--- config.mk ---
export PLATFORM = sky130hd
export DESIGN_NAME = vision_top
export DESIGN_NICKNAME = d
export VERILOG_FILES = /design/src/common/vision_pkg.sv /design/src/common/detect_if.sv /design/src/rtl/vision_top.sv /design/src/target_finder/target_finder.sv /design/src/target_finder/target_tracker.sv
export SDC_FILE = /design/constraint.sdc
export NUM_CORES = 1
export LEC_CHECK = 0
export BUFFER_PORTS_ARGS = -buffer_cell sky130_fd_sc_hd__buf_2
export CORE_ASPECT_RATIO = 0.5
export CORE_MARGIN = 2
export CORE_UTILIZATION = 30
export CTS_BUF_LIST = sky130_fd_sc_hd__clkbuf_16
export DETAILED_ROUTE_END_ITERATION = 6
export GPL_TIMING_DRIVEN = 0
export HOLD_SLACK_MARGIN = 0.02
export PLACE_DENSITY_LB_ADDON = 0.1
export SYNTH_ARGS = -nofsm -noshare
export SYNTH_HDL_FRONTEND = slang
export SYNTH_HIERARCHICAL = 1
export SYNTH_SLANG_ARGS = --single-unit
export TNS_END_PERCENT = 10
--- constraint.sdc ---
create_clock -name clk -period 3.7 [get_ports clk]
set_input_delay 0.74 -clock clk [delete_from_list [all_inputs] [get_ports clk]]
set_output_delay 0.74 -clock clk [all_outputs]
set_load 0.05 [all_outputs]
--- src/common/vision_pkg.sv ---
`default_nettype none

package vision_pkg;

    // Frame geometry, fixed for the whole design
    localparam int frame_w = 16;    // Pixels per line
    localparam int frame_h = 12;    // Lines per frame
    localparam int coord_w = 4;     // Wide enough for both axes

    localparam int num_colors = 5;  // One class flag per colour window

    // Colour index, also the bit position inside the flag vector
    typedef enum logic [2:0] {
        color_orange = 3'd0,
        color_pink   = 3'd1,
        color_purple = 3'd2,
        color_blue   = 3'd3,
        color_green  = 3'd4
    } color_e;

    // RGB444 camera word
    // Whole word for the masked passthrough, nibble view for the windows
    typedef union packed {
        logic [11:0] bits;
        struct packed {
            logic [3:0] r;      // Red sits in the top nibble
            logic [3:0] g;
            logic [3:0] b;
        } ch;
    } pixel444_u;

    // Orange window
    localparam logic [3:0] thresh_r_min_orange = 4'd8;
    localparam logic [3:0] thresh_r_max_orange = 4'd15;
    localparam logic [3:0] thresh_g_min_orange = 4'd2;
    localparam logic [3:0] thresh_g_max_orange = 4'd5;
    localparam logic [3:0] thresh_b_max_orange = 4'd5;

    // Bright pink, strong red and blue with little green
    localparam logic [3:0] thresh_r_min_pink = 4'd12;
    localparam logic [3:0] thresh_g_max_pink = 4'd3;
    localparam logic [3:0] thresh_b_min_pink = 4'd10;

    // Dark purple, mid red and blue
    localparam logic [3:0] thresh_r_min_purple = 4'd6;
    localparam logic [3:0] thresh_r_max_purple = 4'd10;
    localparam logic [3:0] thresh_g_max_purple = 4'd3;
    localparam logic [3:0] thresh_b_min_purple = 4'd6;
    localparam logic [3:0] thresh_b_max_purple = 4'd10;

    // Bright blue
    localparam logic [3:0] thresh_r_max_blue = 4'd3;
    localparam logic [3:0] thresh_g_max_blue = 4'd7;
    localparam logic [3:0] thresh_b_min_blue = 4'd10;

    // Bright green
    localparam logic [3:0] thresh_r_max_green = 4'd4;
    localparam logic [3:0] thresh_g_min_green = 4'd10;
    localparam logic [3:0] thresh_g_max_green = 4'd15;
    localparam logic [3:0] thresh_b_max_green = 4'd4;

endpackage

`default_nettype wire

--- src/common/detect_if.sv ---
`timescale 1ns/1ps
`default_nettype none

// Classified beat from the finder output stage
// ready is the top level out_ready, so the tracker sees the same handshake
interface detect_if;

    logic valid;    // Output register holds a beat
    logic ready;    // Downstream takes the beat this cycle
    logic hit;      // Pixel matched the selected colour
    logic sof;      // First pixel of a frame
    logic eol;      // Last pixel of a line

    // Finder side
    modport source (
        output valid,
        output hit,
        output sof,
        output eol,
        input  ready
    );

    // Tracker only looks, it never stalls the stream
    modport monitor (
        input valid,
        input ready,
        input hit,
        input sof,
        input eol
    );

endinterface

`default_nettype wire

--- src/rtl/vision_top.sv ---
`timescale 1ns/1ps
`default_nettype none

module vision_top (
    input  logic                              clk,
    input  logic                              rst_n,
    input  vision_pkg::color_e                target_sel,   // Change only between frames

    // Camera stream in
    input  logic                              in_valid,
    output logic                              in_ready,
    input  vision_pkg::pixel444_u             in_pixel,
    input  logic                              in_sof,
    input  logic                              in_eol,

    // Masked RGB888 stream out
    output logic                              out_valid,
    input  logic                              out_ready,
    output logic [7:0]                        out_red,
    output logic [7:0]                        out_green,
    output logic [7:0]                        out_blue,
    output logic [vision_pkg::num_colors-1:0] out_flags,
    output logic                              out_sof,
    output logic                              out_eol,

    // Per-frame bounding box
    output logic                              box_valid,
    output logic                              box_found,
    output logic [vision_pkg::coord_w-1:0]    box_x_min,
    output logic [vision_pkg::coord_w-1:0]    box_x_max,
    output logic [vision_pkg::coord_w-1:0]    box_y_min,
    output logic [vision_pkg::coord_w-1:0]    box_y_max
);

    detect_if det_if ();

    // Tracker follows the same handshake as the output stream
    assign det_if.ready = out_ready;
    assign out_valid    = det_if.valid;
    assign out_sof      = det_if.sof;
    assign out_eol      = det_if.eol;

    target_finder target_finder_inst (
        .clk        (clk),
        .rst_n      (rst_n),
        .target_sel (target_sel),
        .in_valid   (in_valid),
        .in_ready   (in_ready),
        .in_pixel   (in_pixel),
        .in_sof     (in_sof),
        .in_eol     (in_eol),
        .out_red    (out_red),
        .out_green  (out_green),
        .out_blue   (out_blue),
        .out_flags  (out_flags),
        .det        (det_if.source)
    );

    target_tracker target_tracker_inst (
        .clk        (clk),
        .rst_n      (rst_n),
        .det        (det_if.monitor),
        .box_valid  (box_valid),
        .box_found  (box_found),
        .box_x_min  (box_x_min),
        .box_x_max  (box_x_max),
        .box_y_min  (box_y_min),
        .box_y_max  (box_y_max)
    );

endmodule

`default_nettype wire

--- src/target_finder/target_finder.sv ---
`timescale 1ns/1ps
`default_nettype none

module target_finder (
    input  logic                              clk,
    input  logic                              rst_n,
    input  vision_pkg::color_e                target_sel,   // Colour kept in the image
    input  logic                              in_valid,
    output logic                              in_ready,
    input  vision_pkg::pixel444_u             in_pixel,
    input  logic                              in_sof,
    input  logic                              in_eol,
    output logic [7:0]                        out_red,
    output logic [7:0]                        out_green,
    output logic [7:0]                        out_blue,
    output logic [vision_pkg::num_colors-1:0] out_flags,
    detect_if.source                          det
);

    import vision_pkg::*;

    logic [3:0]            r;           // Input channel views
    logic [3:0]            g;
    logic [3:0]            b;
    logic [num_colors-1:0] flags;       // Window results for the input pixel
    logic                  sel_hit;     // Selected colour matched
    logic                  load;        // Input beat accepted
    pixel444_u             pix_q;       // Kept pixel, or black

    assign r = in_pixel.ch.r;
    assign g = in_pixel.ch.g;
    assign b = in_pixel.ch.b;

    // Five fixed windows, all evaluated in parallel
    always_comb begin
        flags = '0;
        flags[color_orange] = (r >= thresh_r_min_orange) && (r <= thresh_r_max_orange) &&
                              (g >= thresh_g_min_orange) && (g <= thresh_g_max_orange) &&
                              (b <= thresh_b_max_orange);
        flags[color_pink]   = (r >= thresh_r_min_pink) &&
                              (g <= thresh_g_max_pink) &&
                              (b >= thresh_b_min_pink);
        flags[color_purple] = (r >= thresh_r_min_purple) && (r <= thresh_r_max_purple) &&
                              (g <= thresh_g_max_purple) &&
                              (b >= thresh_b_min_purple) && (b <= thresh_b_max_purple);
        flags[color_blue]   = (r <= thresh_r_max_blue) &&
                              (g <= thresh_g_max_blue) &&
                              (b >= thresh_b_min_blue);
        flags[color_green]  = (r <= thresh_r_max_green) &&
                              (g >= thresh_g_min_green) && (g <= thresh_g_max_green) &&
                              (b <= thresh_b_max_green);
    end

    assign sel_hit = flags[target_sel];

    // Empty stage, or one being drained this cycle, can take a new pixel
    assign in_ready = !det.valid || det.ready;
    assign load     = in_valid && in_ready;

    // Output stage occupancy
    always_ff @(posedge clk or negedge rst_n) begin
        if (!rst_n) begin
            det.valid <= 1'b0;
        end else if (load) begin
            det.valid <= 1'b1;              // Refill, also covers drain-and-refill
        end else if (det.ready) begin
            det.valid <= 1'b0;
        end
    end

    // Payload only moves on an accepted input beat
    always_ff @(posedge clk) begin
        if (load) begin
            pix_q.bits <= sel_hit ? in_pixel.bits : 12'h000;   // Black when not selected
            out_flags  <= flags;
            det.hit    <= sel_hit;
            det.sof    <= in_sof;
            det.eol    <= in_eol;
        end
    end

    // Widen to RGB888 by repeating each nibble
    assign out_red   = {pix_q.ch.r, pix_q.ch.r};
    assign out_green = {pix_q.ch.g, pix_q.ch.g};
    assign out_blue  = {pix_q.ch.b, pix_q.ch.b};

    // A stalled beat stays put until the consumer takes it
    property p_hold_stalled;
        @(posedge clk) disable iff (!rst_n)
        det.valid && !det.ready |=>
            det.valid &&
            $stable({out_red, out_green, out_blue, out_flags}) &&
            $stable({det.hit, det.sof, det.eol});
    endproperty

    a_hold_stalled: assert property (p_hold_stalled)
        else $error("finder output changed while stalled");

endmodule

`default_nettype wire

--- src/target_finder/target_tracker.sv ---
`timescale 1ns/1ps
`default_nettype none

module target_tracker (
    input  logic                           clk,
    input  logic                           rst_n,
    detect_if.monitor                      det,
    output logic                           box_valid,   // One cycle per frame
    output logic                           box_found,   // Any selected pixel seen
    output logic [vision_pkg::coord_w-1:0] box_x_min,
    output logic [vision_pkg::coord_w-1:0] box_x_max,
    output logic [vision_pkg::coord_w-1:0] box_y_min,
    output logic [vision_pkg::coord_w-1:0] box_y_max
);

    import vision_pkg::*;

    logic               beat;       // Accepted output beat
    logic               last;       // Final beat of the frame
    logic [coord_w-1:0] x;          // Position expected for the next beat
    logic [coord_w-1:0] y;
    logic [coord_w-1:0] cur_x;      // Position of the current beat
    logic [coord_w-1:0] cur_y;

    // Working box of the frame in flight
    logic               w_found;
    logic [coord_w-1:0] w_x_min;
    logic [coord_w-1:0] w_x_max;
    logic [coord_w-1:0] w_y_min;
    logic [coord_w-1:0] w_y_max;

    // Working box updated with the current beat
    logic               n_found;
    logic [coord_w-1:0] n_x_min;
    logic [coord_w-1:0] n_x_max;
    logic [coord_w-1:0] n_y_min;
    logic [coord_w-1:0] n_y_max;

    assign beat  = det.valid && det.ready;
    assign cur_x = det.sof ? '0 : x;    // sof always lands at the origin
    assign cur_y = det.sof ? '0 : y;
    assign last  = det.eol && (cur_y == coord_w'(frame_h - 1));

    always_comb begin
        // sof starts from an empty box
        n_found = det.sof ? 1'b0 : w_found;
        n_x_min = det.sof ? '0 : w_x_min;
        n_x_max = det.sof ? '0 : w_x_max;
        n_y_min = det.sof ? '0 : w_y_min;
        n_y_max = det.sof ? '0 : w_y_max;
        if (det.hit) begin
            if (!n_found) begin
                // First hit seeds all four edges
                n_x_min = cur_x;
                n_x_max = cur_x;
                n_y_min = cur_y;
                n_y_max = cur_y;
            end else begin
                if (cur_x < n_x_min) begin
                    n_x_min = cur_x;
                end
                if (cur_x > n_x_max) begin
                    n_x_max = cur_x;
                end
                if (cur_y < n_y_min) begin
                    n_y_min = cur_y;
                end
                if (cur_y > n_y_max) begin
                    n_y_max = cur_y;
                end
            end
            n_found = 1'b1;
        end
    end

    // Raster position
    always_ff @(posedge clk or negedge rst_n) begin
        if (!rst_n) begin
            x <= '0;
            y <= '0;
        end else if (beat) begin
            if (last) begin
                x <= '0;                    // Back to origin for the next frame
                y <= '0;
            end else if (det.eol) begin
                x <= '0;
                y <= cur_y + 1'b1;
            end else begin
                x <= cur_x + 1'b1;
            end
        end
    end

    always_ff @(posedge clk or negedge rst_n) begin
        if (!rst_n) begin
            w_found   <= 1'b0;
            box_valid <= 1'b0;
            box_found <= 1'b0;
        end else begin
            box_valid <= beat && last;      // Pulse in the cycle after the last beat
            if (beat) begin
                w_found <= n_found;
            end
            if (beat && last) begin
                box_found <= n_found;
            end
        end
    end

    // Box edges are payload, qualified by the found bits
    always_ff @(posedge clk) begin
        if (beat) begin
            w_x_min <= n_x_min;
            w_x_max <= n_x_max;
            w_y_min <= n_y_min;
            w_y_max <= n_y_max;
        end
        if (beat && last) begin
            box_x_min <= n_x_min;           // Held until the next frame ends
            box_x_max <= n_x_max;
            box_y_min <= n_y_min;
            box_y_max <= n_y_max;
        end
    end

    // A new frame only opens once the previous one closed on its last line
    a_sof_at_origin: assert property (@(posedge clk) disable iff (!rst_n)
        beat && det.sof |-> (x == '0) && (y == '0))
        else $error("sof arrived in the middle of a frame");

    // Only the eol beat may sit in the last column
    a_x_in_line: assert property (@(posedge clk) disable iff (!rst_n)
        beat && !det.eol |-> cur_x < coord_w'(frame_w - 1))
        else $error("line longer than frame_w");

endmodule

`default_nettype wire

# --- Word level (Yosys, flattened, before mapping) ---
# Index checks and enable logic that the tools add are counted.
totals:
  out_inout_bits: 51
  ff_bits: 64
op_classes:
  n_reduce_logical: 24
  n_mux: 28
  n_lt_le_gt_ge: 23
  eq_ne: 1
  addsub: 2
ops:
  columns: ["cell", "count"]
  rows:
  - ["4-bit two-way mux", 22]
  - ["4-bit by 3-bit less-or-equal comparator with 1-bit output (second input constant)", 5]
  - ["1-bit logical AND", 19]
  - ["4-bit >= comparator (second input constant)", 4]
  - ["4-bit less-or-equal comparator (second input constant)", 4]
  - ["4-bit by 1-bit adder with 4-bit output (second input constant)", 2]
  - ["4-bit by 3-bit >= comparator with 1-bit output (second input constant)", 2]
  - ["4-bit > comparator", 2]
  - ["4-bit by 2-bit less-or-equal comparator with 1-bit output (second input constant)", 2]
  - ["4-bit less-than comparator", 2]
  - ["1-bit two-way mux", 5]
  - ["4-bit == test (second input constant)", 1]
  - ["4-bit by 2-bit >= comparator with 1-bit output (second input constant)", 1]
  - ["3-bit by 4-bit less-than comparator with 1-bit output (second input constant)", 1]
  - ["2-bit nonzero test", 2]
  - ["1-bit binary-select mux with 3-bit select", 1]
  - ["2-bit AND reduction", 1]
  - ["1-bit zero test", 1]
  - ["1-bit logical OR", 1]

# --- Logic depth before layout (Yosys ltp) ---
logic_depth:
  depth_word: 7
  depth_mapped: 11

# --- Modules after synthesis ---
# Netlist, hierarchy kept.
by_module_without_submodules:
  columns: ["module", "cells_per_inst", "instances", "area_each_um2", "seq_area_each_um2"]
  rows:
  - ["target_tracker", 193, 1, 2249.7, 1236.2]
  - ["target_finder", 93, 1, 1104.8, 625.6]

# --- Worst setup path before layout ---
# No wires, ideal clock.
synth_path:
  path_type: "reg2reg"
  startpoint: "reg target_finder_inst.det.valid"
  endpoint: "reg target_tracker_inst/box_x_max[0] (netlist bit), enable pin"
  arrival_ns: 2.934
  period_less_slack_ns: 3.350
  required_time_ns: 3.284
  stages_incl_launch_ff: 5
  path_buffers: 0
  setup_time_ns: 0.416
  path_slack_ns: 0.350
  path_cell_list: "dfrtp_1 nand2_1 inv_1 nand2_1 nor3_1"
synth_between:
  elab_chain_cells: 2
synth_lines:
  columns: ["element", "line", "source"]
  rows:
  - ["from (decl)", "detect_if.sv:16", "output valid,"]
  - ["from (signal assigned)", "target_finder.sv:63", "det.valid <= 1'b0;"]
  - ["from (signal assigned)", "target_finder.sv:65", "det.valid <= 1'b1;"]
  - ["from (signal assigned)", "target_finder.sv:67", "det.valid <= 1'b0;"]
  - ["1-bit logical AND", "target_tracker.sv:39", "assign beat = det.valid && det.ready;"]
  - ["net target_tracker_inst.beat", "target_tracker.sv:18", "logic beat;"]
  - ["1-bit logical AND", "target_tracker.sv:118", "if (beat && last) begin"]
  - ["to (signal assigned)", "target_tracker.sv:120", "box_x_max <= n_x_max;"]
  - ["to (decl)", "target_tracker.sv:11", "output logic [vision_pkg::coord_w-1:0] box_x_max,"]
# The timed path passes the listed nets, and every way through them passes these cells.
# A chain may end at the register's enable or synchronous reset.

# --- Worst setup path in the final report ---
layout_path:
  startpoint: "in out_ready"
  endpoint: "reg target_tracker_inst/box_x_min[0] (netlist bit), enable pin"
layout_between:
  elab_chain_cells: 2
layout_lines:
  columns: ["element", "line", "source"]
  rows:
  - ["from (decl)", "vision_top.sv:18", "input logic out_ready,"]
  - ["1-bit logical AND", "target_tracker.sv:39", null]
  - ["net target_tracker_inst.beat", "target_tracker.sv:18", null]
  - ["1-bit logical AND", "target_tracker.sv:118", null]
  - ["to (signal assigned)", "target_tracker.sv:119", "box_x_min <= n_x_min;"]
  - ["to (decl)", "target_tracker.sv:10", "output logic [vision_pkg::coord_w-1:0] box_x_min,"]
# The timed path passes the listed nets, and every way through them passes these cells.

==> reports/qor.txt <==
======================================================================================
Crit Path Class .........................................................       in2reg
Proportion of netlist area held by the largest area contributor .........       0.4655
Switching pwr ...........................................................  0.0006246 W
Clock group share of total power ........................................        0.339
Buffers from clock root to sink, at most ................................            2
Fin crit period .........................................................     2.885 ns
Count of max-cap constraint violations ..................................            0
Number of enable-type register cells in the synthesized netlist .........           52
Area of the multi-input gates ...........................................     1197 µm²
Nature of the critical path startpoint ..................................   input port
Growth of design area from synthesis to finish ..........................       23.87%
HP Class ................................................................     in2async
Cell Int Power ..........................................................   0.001455 W
Fraction of the cycle the final worst path needs ........................       0.7797
Area enclosed by the die boundary .......................................    12090 µm²
Largest net degree at the start of global routing .......................           21
Comb power frac .........................................................        0.226
Final hold violations ...................................................            0
Via count of the first global-routing pass ..............................         2545
Number of distinct standard cells referenced by the synthesized netlist .           57
Setup skew after layout .................................................  0.008494 ns
Drt initial violations ..................................................          123
Overall routing resource usage ..........................................       0.1351
Most area-hungry cell type in the Yosys netlist ......................... sky130_fd_sc_hd__edfxtp_1
Headroom to the max-slew limit ..........................................       0.3955
Resize count post-CTS ...................................................            0
Average footprint of a synthesized cell .................................    11.73 µm²
Die Span X ..............................................................     153.5 µm
Part of the power in registers ..........................................        0.435
Highest ir drop seen on vdd .............................................  0.0002193 V
Total nets after synthesis ..............................................          315
Antenna violations before repair ........................................            0
Detailed-routing iteration count for the pre-antenna-repair pass ........            4
CP Data Required Time ...................................................      3.73 ns
Total number of yosys warnings ..........................................            6
Antenna Nets Post-Route .................................................            0
Final #Nets .............................................................          398
Hold buffer count at cts ................................................            0
Count of pins over their slew limit .....................................            0
Num rows ................................................................           27
Worst Reg2Reg Path Length in Cells ......................................            7
Portion of the post-synthesis area used by sequential elements ..........       0.5550
Synthesized area ........................................................     3354 µm²
Clock slew seen by the registers of the worst setup and hold paths ......      0.05 ns
IO buf count ............................................................           70
GRT Residual Overflow ...................................................            0
Total detailed-routing wirelength .......................................      7810 µm
Clock Latency Late Sink .................................................      0.32 ns
Post-Syn Instances ......................................................          286
Max frequency ...........................................................    346.7 MHz
Clk sink count ..........................................................           64
FILL cells ..............................................................         1101
Via count ...............................................................         2455
Arrival time reported for the critical path endpoint ....................      2.92 ns
H-tree depth ............................................................            3
Routability congestion estimate from global placement ...................       0.8796
Number of placed cells counting well taps ...............................          503
Most frequently used cell type in the post-synthesis netlist ............ sky130_fd_sc_hd__edfxtp_1
Number of setup buffers added after CTS .................................            0
First-pass GRT wire length ..............................................     12760 µm
Number of DRC violations after detailed routing .........................            0
Antenna cells ...........................................................            0
Maximum fanout encountered on the critical timing path ..................           20
Total of flip-flops plus latches after synthesis ........................           64
Area occupied by registers ..............................................     1862 µm²
Vias per cell ...........................................................        4.749
Buffer cell driving the clock tree root ................................. sky130_fd_sc_hd__clkbuf_16
Leading cell types by count after synthesis ............................. sky130_fd_sc_hd__edfxtp_1, sky130_fd_sc_hd__nand2_1, sky130_fd_sc_hd__inv_1, sky130_fd_sc_hd__mux2i_1, sky130_fd_sc_hd__buf_4
Kind of capture point of the worst setup path ...........................         flop
Die H ...................................................................     78.77 µm
Leakage .................................................................     1.839 nW
Design Power ............................................................   0.002079 W
Actual transition at the worst max-transition pin .......................    0.9068 ns
Non-filler cells, final .................................................          517
RSZ-0062 raised after global routing ....................................           no
Most used flip-flop cell after synthesis ................................ sky130_fd_sc_hd__edfxtp_1
Largest cells by area after synthesis ................................... sky130_fd_sc_hd__edfxtp_1, sky130_fd_sc_hd__dfrtp_1, sky130_fd_sc_hd__mux2i_1, sky130_fd_sc_hd__nand2_1, sky130_fd_sc_hd__buf_4
Ratio of cells with drive above 1 in the final layout ...................       0.3199
Number of primary I/O pins ..............................................           72
Net switching share of the total power ..................................       0.3004
Starting density of the core ............................................       0.3065
Outcome .................................................................    completed
Share of flip-flops with an asynchronous set or reset ...................       0.1875
Post-DP HPWL ............................................................      5542 µm
Total power per unit cell area .......................................... 500.4 nW/µm²
DR WL/cell ..............................................................     15.11 µm
CTS tree ................................................................        built
Setup-failing EPs final .................................................            0
Cts bufs inserted .......................................................            9
Placeable Area ..........................................................    10950 µm²
======================================================================================
==> state kept, by name, indices dropped and copies added (netlist names), 4 cells and up <==
signal,cells
target_tracker_inst/w_y_min,4
target_tracker_inst/box_y_max,4
target_tracker_inst/box_x_min,4
target_tracker_inst/w_y_max,4
target_tracker_inst/x,4
target_finder_inst/pix_q,12
target_finder_inst/out_flags,5
target_tracker_inst/box_y_min,4
target_tracker_inst/w_x_min,4
target_tracker_inst/y,4
target_tracker_inst/box_x_max,4
target_tracker_inst/w_x_max,4
==> cells in the final DEF (no fill, tap or decap), drive strengths merged, types with 3 or more instances in the layout <==
cell type,count
a21oi,8
ha,8
o21ai,14
o221ai,3
clkbuf,12
o211ai,3
xnor2,6
inv,27
nor3,7
nor2,9
o21a,3
nand3,4
a31oi,14
nand2b,5
a21boi,3
nor2b,4
dfrtp,12
buf,92
mux2i,16
nand2,37
edfxtp,52
==> final cells by class <==
class | instances | share of cell area
flip-flops and latches | 64 | 0.4481
multi-input cells | 174 | 0.2882
repair buffers | 72 | 0.08883
clock buffers | 9 | 0.05420
plain buffers | 24 | 0.05059
well taps | 145 | 0.04366
inverters | 24 | 0.02168
clock inverters | 5 | 0.004818
==> cells by family after synthesis <==
logic type	Yosys count	synth area share
AO/OA/AOI/OAI	62	0.1369
XOR/XNOR	7	0.01828
adder cells (fa/ha/maj)	8	0.02984
buffers and inverters	48	0.08952
flip-flops	64	0.5550
multiplexers	17	0.05110
AND/OR/NAND/NOR	80	0.1194
==> worst paths after layout <==
path	from	endpoint	slack, ns
worst min register to register	target_tracker_inst/box_found	target_tracker_inst/box_found	0.54
max in group asynchronous	rst_n	target_tracker_inst/y[3]	3.19
worst min-delay path	rst_n	target_tracker_inst/y[0]	0.29
min in group clk	target_tracker_inst/box_found	target_tracker_inst/box_found	0.54
worst max-delay path	out_ready	target_tracker_inst/box_x_min[0]	0.82
worst max register to register	target_finder_inst/det.sof	target_tracker_inst/w_y_max[1]	0.88
==> worst max-delay path: stages <==
cell                      delay [ns]
sky130_fd_sc_hd__buf_2          0.08
sky130_fd_sc_hd__nand2_1        0.16
sky130_fd_sc_hd__inv_1          0.69
sky130_fd_sc_hd__nand2_1        0.39
sky130_fd_sc_hd__nor3_2         0.57
sky130_fd_sc_hd__buf_4          0.28
==> power by group through the flow <==
stage / Clock, W / Sequential [W] / Combinational [W]
floorplan: 0 / 0.000965 / 0.000297
global placement: 0 / 0.000916 / 0.000456
detailed placement: 0 / 0.000918 / 0.000468
CTS: 0.000731 / 0.000905 / 0.000471
global route: 0.000765 / 0.000913 / 0.000516
finish: 0.000706 / 0.000905 / 0.000469
==> layer usage <==
| metal | global-route usage | vias up | share of wire |
|---|---|---|---|
| li1 | - | 1204 | - |
| met1 | 0.1783 | 1153 | 0.49 |
| met4 | 0.05046 | 0 | 0.014 |
| met2 | 0.2071 | 85 | 0.44 |
| met5 | 0 | - | 0 |
| met3 | 0.04585 | 13 | 0.060 |
==> metrics by stage <==
stage / setup TNS [ns] / instance area [µm²] / hold WS [ns] / utilization / worst slack, ns
floorplan: 0 / 3354 / 0.4444 / - / 0.3505
global placement: -18.84 / 3886 / 0.5236 / 0.3551 / -1.056
detailed placement: 0 / 3910 / 0.5251 / 0.3572 / 0.3849
CTS: 0 / 4155 / 0.2840 / 0.3796 / 0.7332
global route: 0 / 4155 / 0.2929 / 0.3796 / 0.5191
finish: 0 / 4155 / 0.2883 / 0.3796 / 0.8153
Note: power is estimated with default switching activity, not from simulation.
